## src/rtl/ldq_defs.svh

```systemverilog
`ifndef LDQ_DEFS_SVH
`define LDQ_DEFS_SVH

// Load queue depth.
`define LDQ_NUM_ENTRIES 8

// Reorder buffer id width.
`define ROB_ID_W 6

// Physical register file index width.
`define PDST_W 7

`define XLEN 32 // Data and address width.

// Data memory depth in 32-bit words.
`define DMEM_WORDS 16

`endif

```

## src/rtl/ldq_pkg.sv

```systemverilog
`include "ldq_defs.svh"

package ldq_pkg;

    // Load queue entry index.
    typedef logic [$clog2(`LDQ_NUM_ENTRIES)-1:0] t_ldq_id;

    typedef logic [`ROB_ID_W-1:0] t_rob_id; // Age order, no wrap.

    typedef logic [`PDST_W-1:0] t_pdst;

    // Source values, virtual addresses and load data.
    typedef logic [`XLEN-1:0] t_xdata;

    // Outcome of a load at the last pipe stage.
    typedef enum logic [1:0] {
        act_none,
        act_complete,
        act_fault
    } t_pipe_action;

    // Memory pipe stages.
    typedef enum logic [2:0] {
        mm1,
        mm2,
        mm3,
        mm4,
        mm5
    } t_pipe_stage;

endpackage

```

## src/rtl/mem_pipe_if.sv

```systemverilog
`timescale 1ns/1ps

interface mem_pipe_if;
    import ldq_pkg::*;

    // Request from the load queue arbiter.
    logic         req;
    t_ldq_id      req_ldqid;
    t_rob_id      req_robid;
    t_pdst        req_pdst;
    t_xdata       req_vaddr;

    logic         gnt;

    // Result of the load leaving mm5.
    logic         mm5_valid;
    t_ldq_id      mm5_ldqid;
    t_pipe_action mm5_action;

    modport queue (
        output req, req_ldqid, req_robid, req_pdst, req_vaddr,
        input  gnt, mm5_valid, mm5_ldqid, mm5_action
    );

    modport pipe (
        input  req, req_ldqid, req_robid, req_pdst, req_vaddr,
        output gnt, mm5_valid, mm5_ldqid, mm5_action
    );

endinterface

```

## src/rtl/find_first_arbiter.sv

```systemverilog
`timescale 1ns/1ps
`include "ldq_defs.svh"

module find_first_arbiter (
    input  logic [`LDQ_NUM_ENTRIES-1:0] reqs,
    input  ldq_pkg::t_rob_id            req_robids [`LDQ_NUM_ENTRIES],
    input  ldq_pkg::t_pdst              req_pdsts [`LDQ_NUM_ENTRIES],
    input  ldq_pkg::t_xdata             req_vaddrs [`LDQ_NUM_ENTRIES],
    input  logic                        ext_gnt,
    output logic                        ext_req,
    output ldq_pkg::t_ldq_id            ext_ldqid,
    output ldq_pkg::t_rob_id            ext_robid,
    output ldq_pkg::t_pdst              ext_pdst,
    output ldq_pkg::t_xdata             ext_vaddr,
    output logic [`LDQ_NUM_ENTRIES-1:0] gnts
);
    import ldq_pkg::*;

    logic [`LDQ_NUM_ENTRIES-1:0] first_oh;
    t_ldq_id                     sel;

    // Lowest set bit of the request vector.
    assign first_oh = reqs & (~reqs + `LDQ_NUM_ENTRIES'(1));

    // Walk down so the lowest requester wins.
    always_comb begin
        sel = '0;
        for (int i = `LDQ_NUM_ENTRIES - 1; i >= 0; i--) begin
            if (reqs[i]) begin
                sel = t_ldq_id'(i);
            end
        end
    end

    assign ext_req   = |reqs;
    assign ext_ldqid = sel;
    assign ext_robid = req_robids[sel];
    assign ext_pdst  = req_pdsts[sel];
    assign ext_vaddr = req_vaddrs[sel];

    assign gnts = ext_gnt ? first_oh : '0; // Nothing granted without the pipe.

endmodule

```

## src/rtl/loadq_entry.sv

```systemverilog
`timescale 1ns/1ps

module loadq_entry (
    input  logic             clk,
    input  logic             rst_n,
    input  ldq_pkg::t_ldq_id id,
    input  logic             alloc,
    input  ldq_pkg::t_rob_id alloc_robid,
    input  ldq_pkg::t_pdst   alloc_pdst,
    input  ldq_pkg::t_xdata  alloc_vaddr,
    input  logic             nuke_valid,
    input  ldq_pkg::t_rob_id nuke_robid,
    input  logic             gnt,
    input  logic             mm5_valid,
    input  ldq_pkg::t_ldq_id mm5_ldqid,
    output logic             valid,
    output logic             req,
    output ldq_pkg::t_rob_id req_robid,
    output ldq_pkg::t_pdst   req_pdst,
    output ldq_pkg::t_xdata  req_vaddr
);
    import ldq_pkg::*;

    logic    sent;
    t_rob_id robid;
    t_pdst   pdst;
    t_xdata  vaddr;

    logic    kill;
    logic    alloc_kill;
    logic    free;

    // Nuke hits this load or anything younger.
    assign kill       = nuke_valid && (robid >= nuke_robid);
    assign alloc_kill = nuke_valid && (alloc_robid >= nuke_robid);

    assign free = mm5_valid && (mm5_ldqid == id); // Completed or faulted at mm5.

    always_ff @(posedge clk or negedge rst_n) begin
        if (!rst_n) begin
            valid <= 1'b0;
        end else if (alloc) begin
            valid <= !alloc_kill; // A load issued under its own nuke is dropped.
        end else if (kill || free) begin
            valid <= 1'b0;
        end
    end

    // Set once the pipe has taken the load, so it asks only once.
    always_ff @(posedge clk or negedge rst_n) begin
        if (!rst_n) begin
            sent <= 1'b0;
        end else if (alloc) begin
            sent <= 1'b0;
        end else if (gnt) begin
            sent <= 1'b1;
        end
    end

    always_ff @(posedge clk) begin
        if (alloc) begin
            robid <= alloc_robid;
            pdst  <= alloc_pdst;
            vaddr <= alloc_vaddr;
        end
    end

    assign req       = valid && !sent;
    assign req_robid = robid;
    assign req_pdst  = pdst;
    assign req_vaddr = vaddr;

endmodule

```

## src/rtl/loadq.sv

```systemverilog
`timescale 1ns/1ps
`include "ldq_defs.svh"

module loadq (
    input  logic             clk,
    input  logic             rst_n,
    input  logic             iss_valid,
    input  ldq_pkg::t_ldq_id iss_ldqid,
    input  ldq_pkg::t_rob_id iss_robid,
    input  ldq_pkg::t_pdst   iss_pdst,
    input  ldq_pkg::t_xdata  iss_src1,
    input  ldq_pkg::t_xdata  iss_src2,
    input  logic             nuke_valid,
    input  ldq_pkg::t_rob_id nuke_robid,
    mem_pipe_if.queue        pipe
);
    import ldq_pkg::*;

    logic [`LDQ_NUM_ENTRIES-1:0] alloc_vec;
    t_xdata                      alloc_vaddr;

    logic [`LDQ_NUM_ENTRIES-1:0] e_valid;
    logic [`LDQ_NUM_ENTRIES-1:0] e_req;
    t_rob_id                     e_req_robid [`LDQ_NUM_ENTRIES];
    t_pdst                       e_req_pdst [`LDQ_NUM_ENTRIES];
    t_xdata                      e_req_vaddr [`LDQ_NUM_ENTRIES];
    logic [`LDQ_NUM_ENTRIES-1:0] e_gnt;

    logic                        mm5_free;

    assign alloc_vec   = iss_valid ? (`LDQ_NUM_ENTRIES'(1) << iss_ldqid) : '0;
    assign alloc_vaddr = iss_src1 + iss_src2; // Base plus offset.

    // Only a live entry with a real outcome is released.
    assign mm5_free = pipe.mm5_valid && (pipe.mm5_action != act_none)
                      && e_valid[pipe.mm5_ldqid];

    for (genvar e = 0; e < `LDQ_NUM_ENTRIES; e++) begin : g_entries
        loadq_entry u_entry (
            .clk         (clk),
            .rst_n       (rst_n),
            .id          (t_ldq_id'(e)),
            .alloc       (alloc_vec[e]),
            .alloc_robid (iss_robid),
            .alloc_pdst  (iss_pdst),
            .alloc_vaddr (alloc_vaddr),
            .nuke_valid  (nuke_valid),
            .nuke_robid  (nuke_robid),
            .gnt         (e_gnt[e]),
            .mm5_valid   (mm5_free),
            .mm5_ldqid   (pipe.mm5_ldqid),
            .valid       (e_valid[e]),
            .req         (e_req[e]),
            .req_robid   (e_req_robid[e]),
            .req_pdst    (e_req_pdst[e]),
            .req_vaddr   (e_req_vaddr[e])
        );
    end

    find_first_arbiter u_arb (
        .reqs       (e_req),
        .req_robids (e_req_robid),
        .req_pdsts  (e_req_pdst),
        .req_vaddrs (e_req_vaddr),
        .ext_gnt    (pipe.gnt),
        .ext_req    (pipe.req),
        .ext_ldqid  (pipe.req_ldqid),
        .ext_robid  (pipe.req_robid),
        .ext_pdst   (pipe.req_pdst),
        .ext_vaddr  (pipe.req_vaddr),
        .gnts       (e_gnt)
    );

endmodule

```

## src/rtl/mem_pipe.sv

```systemverilog
`timescale 1ns/1ps
`include "ldq_defs.svh"

module mem_pipe (
    input  logic                           clk,
    input  logic                           rst_n,
    input  logic                           stall,
    input  logic                           nuke_valid,
    input  ldq_pkg::t_rob_id               nuke_robid,
    input  logic                           mem_wr_en,
    input  logic [$clog2(`DMEM_WORDS)-1:0] mem_wr_addr,
    input  ldq_pkg::t_xdata                mem_wr_data,
    mem_pipe_if.pipe                       pipe,
    output logic                           done_valid,
    output ldq_pkg::t_rob_id               done_robid,
    output ldq_pkg::t_pdst                 done_pdst,
    output ldq_pkg::t_xdata                done_data,
    output logic                           done_fault
);
    import ldq_pkg::*;

    localparam int DMEM_AW = $clog2(`DMEM_WORDS);

    logic         st_valid [mm1:mm5];
    t_ldq_id      st_ldqid [mm1:mm5];
    t_rob_id      st_robid [mm1:mm5];
    t_pdst        st_pdst [mm1:mm5];
    t_xdata       st_vaddr [mm1:mm5];

    t_xdata       dmem [`DMEM_WORDS];

    logic         enter;
    logic         mm5_live;
    logic         mm5_bad;
    t_pipe_action mm5_action;

    function automatic logic is_nuked(t_rob_id robid);
        return nuke_valid && (robid >= nuke_robid);
    endfunction

    assign pipe.gnt = pipe.req && !stall;
    assign enter    = pipe.req && pipe.gnt && !is_nuked(pipe.req_robid);

    always_ff @(posedge clk or negedge rst_n) begin
        if (!rst_n) begin
            for (int s = mm1; s <= mm5; s++) begin
                st_valid[s] <= 1'b0;
            end
        end else begin
            st_valid[mm1] <= enter;
            for (int s = mm2; s <= mm5; s++) begin
                st_valid[s] <= st_valid[s-1] && !is_nuked(st_robid[s-1]); // Drop nuked loads.
            end
        end
    end

    always_ff @(posedge clk) begin
        st_ldqid[mm1] <= pipe.req_ldqid;
        st_robid[mm1] <= pipe.req_robid;
        st_pdst[mm1]  <= pipe.req_pdst;
        st_vaddr[mm1] <= pipe.req_vaddr;
        for (int s = mm2; s <= mm5; s++) begin
            st_ldqid[s] <= st_ldqid[s-1];
            st_robid[s] <= st_robid[s-1];
            st_pdst[s]  <= st_pdst[s-1];
            st_vaddr[s] <= st_vaddr[s-1];
        end
    end

    always_ff @(posedge clk) begin
        if (mem_wr_en) begin
            dmem[mem_wr_addr] <= mem_wr_data;
        end
    end

    // Misaligned or past the end of the data memory.
    assign mm5_bad = (st_vaddr[mm5][1:0] != 2'b00)
                     || (st_vaddr[mm5] >= t_xdata'(`DMEM_WORDS * 4));

    assign mm5_live   = st_valid[mm5] && !is_nuked(st_robid[mm5]);
    assign mm5_action = !mm5_live ? act_none : (mm5_bad ? act_fault : act_complete);

    assign pipe.mm5_valid  = mm5_live;
    assign pipe.mm5_ldqid  = st_ldqid[mm5];
    assign pipe.mm5_action = mm5_action;

    assign done_valid = mm5_live;
    assign done_robid = st_robid[mm5];
    assign done_pdst  = st_pdst[mm5];
    assign done_fault = (mm5_action == act_fault);
    assign done_data  = (mm5_action == act_complete) ? dmem[st_vaddr[mm5][DMEM_AW+1:2]] : '0;

endmodule

```

## src/rtl/load_unit.sv

```systemverilog
`timescale 1ns/1ps
`include "ldq_defs.svh"

module load_unit (
    input  logic                           clk,
    input  logic                           rst_n,
    input  logic                           iss_valid,
    input  ldq_pkg::t_ldq_id               iss_ldqid,
    input  ldq_pkg::t_rob_id               iss_robid,
    input  ldq_pkg::t_pdst                 iss_pdst,
    input  ldq_pkg::t_xdata                iss_src1,
    input  ldq_pkg::t_xdata                iss_src2,
    input  logic                           nuke_valid,
    input  ldq_pkg::t_rob_id               nuke_robid,
    input  logic                           stall,
    input  logic                           mem_wr_en,
    input  logic [$clog2(`DMEM_WORDS)-1:0] mem_wr_addr,
    input  ldq_pkg::t_xdata                mem_wr_data,
    output logic                           done_valid,
    output ldq_pkg::t_rob_id               done_robid,
    output ldq_pkg::t_pdst                 done_pdst,
    output ldq_pkg::t_xdata                done_data,
    output logic                           done_fault
);

    mem_pipe_if u_pipe_if ();

    loadq u_loadq (
        .clk        (clk),
        .rst_n      (rst_n),
        .iss_valid  (iss_valid),
        .iss_ldqid  (iss_ldqid),
        .iss_robid  (iss_robid),
        .iss_pdst   (iss_pdst),
        .iss_src1   (iss_src1),
        .iss_src2   (iss_src2),
        .nuke_valid (nuke_valid),
        .nuke_robid (nuke_robid),
        .pipe       (u_pipe_if.queue)
    );

    // Both blocks see the same nuke in the same cycle.
    mem_pipe u_mem_pipe (
        .clk         (clk),
        .rst_n       (rst_n),
        .stall       (stall),
        .nuke_valid  (nuke_valid),
        .nuke_robid  (nuke_robid),
        .mem_wr_en   (mem_wr_en),
        .mem_wr_addr (mem_wr_addr),
        .mem_wr_data (mem_wr_data),
        .pipe        (u_pipe_if.pipe),
        .done_valid  (done_valid),
        .done_robid  (done_robid),
        .done_pdst   (done_pdst),
        .done_data   (done_data),
        .done_fault  (done_fault)
    );

endmodule

```

## config.mk

```make
export PLATFORM = sky130hd
export DESIGN_NAME = load_unit
export DESIGN_NICKNAME = d
export VERILOG_FILES = /design/src/rtl/ldq_pkg.sv /design/src/rtl/mem_pipe_if.sv /design/src/rtl/find_first_arbiter.sv /design/src/rtl/loadq_entry.sv /design/src/rtl/loadq.sv /design/src/rtl/mem_pipe.sv /design/src/rtl/load_unit.sv
export VERILOG_INCLUDE_DIRS = /design/src /design/src/rtl
export SDC_FILE = /design/constraint.sdc
export NUM_CORES = 1
export LEC_CHECK = 0
export ABC_AREA = 1
export BUFFER_PORTS_ARGS = -buffer_cell sky130_fd_sc_hd__buf_2
export CAP_MARGIN = 20
export CORE_MARGIN = 5
export CORE_UTILIZATION = 42
export DETAILED_ROUTE_END_ITERATION = 10
export PLACE_DENSITY = 0.68
export SETUP_SLACK_MARGIN = 0.15
export SLEW_MARGIN = 25
export SYNTH_ARGS = -nofsm -noshare
export SYNTH_HDL_FRONTEND = slang
export SYNTH_SLANG_ARGS = --single-unit
export TNS_END_PERCENT = 10
```

## constraint.sdc

```tcl
create_clock -name clk -period 4.55 [get_ports clk]
set_clock_uncertainty 0.15 [all_clocks]
set_input_delay 0.91 -clock clk [delete_from_list [all_inputs] [get_ports clk]]
set_output_delay 0.91 -clock clk [all_outputs]
set_load 0.02 [all_outputs]
```

==> metrics, run 1 <==
run status complete, no violations; worst hold path type reg -> reg; minimum clock period 4.14 ns; worst vdd rail ir drop 0.417 mV; Critical R2R Launch u_loadq.g_entries[0].u_entry.valid; IO Port Bufs 174; initial antenna violation count 6; Final TNS setup 0 ns; pin count of the biggest net entering global routing 97; Die Width 343 µm; hold_ws 0.152 ns; Clock Tree Buf Depth 3; Worst path max stage delay 0.75 ns; Power Internal 20.6 mW; clk root buf clkbuf_16; Critical-path top delay cell dfxtp_4; Synth Area in Simple Gates 0.126; Post-synth top flop edfxtp_1; layout cell share with drive strength beyond 1 0.108; vias in the first global route 29.3k; most frequent cells in the layout edfxtp_1 (872), nand2_1 (694), inv_1 (610); Reg power frac 0.437; most common cell after layout, fill and taps aside edfxtp_1; Yosys cell types 42; Compound-Gate Fraction of Synth Area 0.0718; Final Cycle Share 0.910; RSZ-0062 raised after global routing false; post-synthesis sequential area ratio 0.677; detailed-route via count 30.0k; leakage power 21.8 nW; total global routing overflow 0; vias per inst 5.05; clock slew at reported path FFs 0.06 ns; Worst-Margin Slew 1.11 ns; Reg2Reg Depth 15; footprint of the multi-input gates 0.0120 mm²; clock power share 0.312; total power divided by cell area 572 mW/mm²; NumNets Final ~4.6k; CP top delay family buffers and inverters; Post-synth EDFFs 872; synth warn 0; Slew HR 0.254; Starting Density 0.422; Crit Path Max Fanout 50; worst hold start u_mem_pipe.st_vaddr[0][107]; buffer count from post-CTS setup fixing 0; Sw Pwr 9.70 mW; Skew-Pair Late Insertion Delay 0.69 ns; CP Buf/Inv Count 3; dpl hpwl 61,200 µm; syn_area_per_cell 11.2 µm²; Data required, critical path 3.49 ns; Synth Instances 4,173; Wirelength per Cell 17.9 µm; row count 122; R2R setup slack 1.06 ns; die height between 300 and 400 µm; 1st-pass router iterations 5; final worst setup slack slightly above 0.4 ns; core box area around 0.11 mm²; post-synthesis mux area share 0.0176; pre-CTS setup slack 0.765 ns; r2r endpoint u_mem_pipe.st_valid[4]; Final GP Congestion 0.848; CTS tree built; Cell Count, Final, Fillers Out 5,930; Die Area 0.118 mm²; final wirelength about 110,000 µm; cell chain of the critical path inv_1 > buf_4 > o21ai_1 > nand2_1 > a21oi_1 > buf_2; Hold EP u_mem_pipe.st_vaddr[0][139]; Max Freq 242 MHz; Sw Share 0.320; Max Cap Viol 0; adder-cell share of the synthesized area 0.0329; global-route wire length before repair approximately 160,000 µm; post-synthesis net count 4,423; CP Data Arrival Time 3.08 ns; CTS buffer count 113; worst setup path class reg -> out; #FFs+latches synth 1,133; Final Max Slew Viols 0; ANT nets after route 0; end-of-flow core utilization 0.480; Fillers 9,692; XOR/XNOR Fraction of Synth Area 0.00339; Synth async-reset ratio 0.0185; Synth-to-Final Area Change 13.8%; Comb pwr share 0.251; critical path startpoint category flip-flop; DRC 0; largest family of logic cells by synthesized area simple AND/OR/NAND/NOR gates; Mapped Area 0.0466 mm²; WHS Path Cells 0; IO Count 175; gr usage total 0.178; initial DRC count about 2.4k; CTS HTree Levels 3; Sequential Area 0.0315 mm²; Hold Violations, Final 0; Finish-stage setup viols 0; placed cell count 5,710; Clock Sink Count around 1.1k; CP endpoint kind primary output
-- Yosys cell counts, types with 6 or more instances --
master / number / area, µm²
edfxtp_1: 872 / 26200
nand2_1: 695 / 2610
inv_1: 611 / 2290
nand3_1: 469 / 2350
a21oi_1: 272 / 1360
o21ai_0: 244 / 1220
dfxtp_1: 240 / 4800
nor2_1: 172 / 646
ha_1: 121 / 1510
buf_2: 68 / 340
clkbuf_1: 65 / 244
mux2i_1: 57 / 571
o21ai_1: 45 / 225
o211ai_1: 26 / 195
buf_1: 23 / 86.3
mux2_2: 22 / 248
buf_4: 21 / 158
dfrtp_1: 21 / 526
a21boi_0: 16 / 120
buf_6: 15 / 169
nor3_1: 15 / 75.1
xor2_1: 13 / 114
nand4_1: 12 / 75.1
nor4_1: 9 / 56.3
o2111ai_1: 6 / 52.6
o21bai_1: 6 / 45.0
-- worst max path at each step --
stage / startpoint / to / slack [ns] / depth (start not counted)
after global placement: nuke_robid[3] / done_data[9] / 0.79 / 12
after global routing: u_mem_pipe.st_vaddr[0][132] / done_data[1] / 0.20 / 6
after floorplan: nuke_robid[3] / done_fault / 0.69 / 10
after CTS: u_mem_pipe.st_vaddr[0][132] / done_data[1] / 0.35 / 6
after detailed placement: nuke_robid[3] / done_data[1] / 0.76 / 12
final: u_mem_pipe.st_vaddr[0][132] / done_data[1] / 0.41 / 6
-- per-layer routing --
layer,wire [µm],track usage
met1,44200,0.225
met2,53100,0.315
met3,6170,0.0304
met4,2710,0.0503
met5,7,0
-- through the flow --
step / power (mW) / cell area (µm²)
3_3_place_gp: 20.9 / 49100
2_1_floorplan: 18.9 / 46600
3_5_place_dp: 21.1 / 49100
5_1_grt: 32.0 / 53000
4_1_cts: 30.6 / 52900
6_report: 30.3 / 53000
-- sequential cells by signal (all words and copies together), names as in the netlist --
signal / cells
u_loadq.g_entries.u_entry.req_pdst: 56
u_mem_pipe.st_valid: 5
u_mem_pipe.st_vaddr: 160
u_loadq.g_entries.u_entry.sent: 8
u_mem_pipe.st_pdst: 35
u_mem_pipe.dmem: 512
u_mem_pipe.st_ldqid: 15
u_loadq.g_entries.u_entry.req_vaddr: 256
u_loadq.g_entries.u_entry.valid: 8
u_mem_pipe.st_robid: 30
u_loadq.g_entries.u_entry.req_robid: 48
-- cell type report --
class	count	area share
antenna	7	0.000331
multi-input combinational	2232	0.226
sequential	1133	0.595
tap	1488	0.0351
clock inverter	63	0.0136
clock buffer	149	0.0590
inverter	616	0.0437
timing repair buffer	242	0.0273
-- logic make-up after synthesis --
| group | count (synthesis) |
|---|---|
| simple gates | 1381 |
| flops | 1133 |
| compound gates | 632 |
| xor+xnor | 18 |
| mux | 79 |
| fa+ha+maj | 122 |
| buf+inv | 808 |
-- power by group through the flow --
stage | combinational, mW | sequential, mW | clock, mW
3_5_place_dp | 7.61 | 13.5 | 0
5_1_grt | 8.57 | 13.4 | 10.1
4_1_cts | 7.66 | 13.3 | 9.64
3_3_place_gp | 7.48 | 13.4 | 0
6_report | 7.61 | 13.2 | 9.44
2_1_floorplan | 5.69 | 13.2 | 0
-- what timing repair did --
action | 4_1_cts | 5_1_grt
gates resized for setup | 0 | 0
hold buffers | 1 | 0
endpoints found under the hold margin | 16 | 0
Note: power is estimated with default switching activity, not from simulation.
==> run 2, diff against run 1 <==
- BUFFER_PORTS_ARGS: -buffer_cell sky130_fd_sc_hd__buf_2 -> unset
- DONT_BUFFER_PORTS: unset -> 1
- PLACE_DENSITY: 0.68 -> 0.66
==> metrics, run 2 (synthesized netlist as in run 1, its figures left out) <==
run status complete, no violations; NumNets Final around 4.5k; Finish-stage setup viols 0; vias in the first global route 28.1k; CTS HTree Levels 3; Slew HR 0.290; CTS buffer count 113; final wirelength 108,000 µm; total power divided by cell area 574 mW/mm²; Hold Violations, Final 0; Critical-path top delay cell dfxtp_4; Data required, critical path 3.49 ns; layout cell share with drive strength beyond 1 0.0825; cell chain of the critical path buf_4 > mux2_2 > o21ai_0 > o21ai_1 > nand2_1 > a21oi_1 > buf_4; Fillers 9,709; worst hold start iss_robid[2]; vias per inst between 5 and 6; 1st-pass router iterations 5; Wirelength per Cell 18.6 µm; Final Cycle Share 0.900; Max Cap Viol 0; Die Width 343 µm; die height about 340 µm; Final Max Slew Viols 0; detailed-route via count around 29k; Top reg by flops u_mem_pipe.dmem; DRC 0; pre-CTS setup slack around 0.7 ns; CP endpoint kind primary output; minimum clock period 4.10 ns; most frequent cells in the layout edfxtp_1 (872), nand2_1 (694), inv_1 (610); worst setup path class reg -> out; Clock Tree Buf Depth 3; Crit Path Max Fanout between 50 and 60; Synth-to-Final Area Change 12.4%; CP most frequent cell buf_4; RSZ-0062 raised after global routing false; clock slew at reported path FFs 0.06 ns; ANT nets after route 0; gr usage total 0.180; core box area about 0.11 mm²; worst hold path type in -> reg; initial antenna violation count 1; critical path startpoint category flip-flop; footprint of the multi-input gates ~0.012 mm²; IO Count 175; Die Area 0.118 mm²; IO Port Bufs 0; dpl hpwl just over 60,000 µm; Final TNS setup 0 ns; Sequential Area 0.0315 mm²; Skew-Pair Late Insertion Delay 0.70 ns; CTS tree built; total global routing overflow 0; final worst setup slack 0.453 ns; Max Freq 244 MHz; max FFs per register 512; global-route wire length before repair 165,000 µm; Critical Path Source u_mem_pipe.st_vaddr[0][130]; Clock Sink Count between 1k and 1.5k; Final GP Congestion about 0.84; Critical R2R Launch u_loadq.g_entries[6].u_entry.valid; pin count of the biggest net entering global routing roughly 110; n_diodes 0; worst vdd rail ir drop between 0.3 and 0.4 mV; Worst path max stage delay ~0.74 ns; CP Data Arrival Time 3.04 ns; hold_ws between 0.15 and 0.2 ns; most common cell after layout, fill and taps aside edfxtp_1; leakage power 21.3 nW; clk root buf clkbuf_16; Resize count post-CTS 0; initial DRC count 2,320; buffer count from post-CTS setup fixing 0; Worst-Margin Slew 1.06 ns; Starting Density 0.422; row count roughly 120
==> run 2: changes by cell type in the layout (fill, tap and decap cells not counted), sizes merged <==
cell,before,now
buf,241,110
inv,625,632
clkinvlp,3,1
diode,7,0
clkinv,39,44
clkbuf,149,143
bufinv,12,7
==> run 2: stage by stage <==
stage / power (mW) / std cells / cell area, µm² / util
after floorplan: 18.9 / 4173 / 46600 / -
after global placement: 20.9 / 5578 / 48500 / 0.440
after detailed placement: 21.0 / 5578 / 48500 / 0.440
after CTS: 30.3 / 5790 / 52300 / 0.474
after global routing: 31.8 / 5791 / 52300 / 0.474
final: 30.0 / 5791 / 52300 / 0.474
==> run 2: worst max-delay path: cells and delay by family, from the launching register on <==
kind	cells	cell delay (ns)
DFF	1	0.74
and+or+nand+nor	1	0.10
muxes	1	0.40
buffers and inverters	2	0.75
AOI/OAI and AO/OA	3	0.32
==> run 2: path summary, 6_finish.rpt <==
kind	end	depth (start not counted)	slack [ns]
setup / recovery	done_data[22]	7	0.45
hold / removal	u_loadq.g_entries[1].u_entry.req_robid[2]	0	0.15
min in group asynchronous	u_loadq.g_entries[1].u_entry.valid	2	0.61
setup reg to reg	u_mem_pipe.st_vaddr[0][14]	13	1.18
hold reg to reg	u_mem_pipe.st_vaddr[0][56]	0	0.17
max in group asynchronous	u_loadq.g_entries[5].u_entry.sent	2	3.29
==> run 2: per-layer routing <==
metal	track usage	part of all wire	up-vias
met5	0	0	-
met4	0.0547	0.026	0
met3	0.0330	0.061	183
met2	0.316	0.50	814
met1	0.229	0.41	14000
li1	-	-	14300
==> run 2: area by class of cell <==
| type | instances | share of cell area |
|---|---|---|
| clock inverter | 68 | 0.0125 |
| inverter | 616 | 0.0443 |
| tap | 1488 | 0.0356 |
| timing repair buffer | 111 | 0.0171 |
| sequential | 1133 | 0.602 |
| multi-input combinational | 2232 | 0.229 |
| clock buffer | 143 | 0.0596 |
==> run 2: power breakdown <==
part	switching, mW	internal, mW
registers	0.681	12.7
clock network	3.97	5.30
logic	5.03	2.33
==> run 2: timing repair <==
item,4_1_cts,5_1_grt
endpoints found under the hold margin,21,19
hold buffers,1,1
setup endpoints to repair,0,0
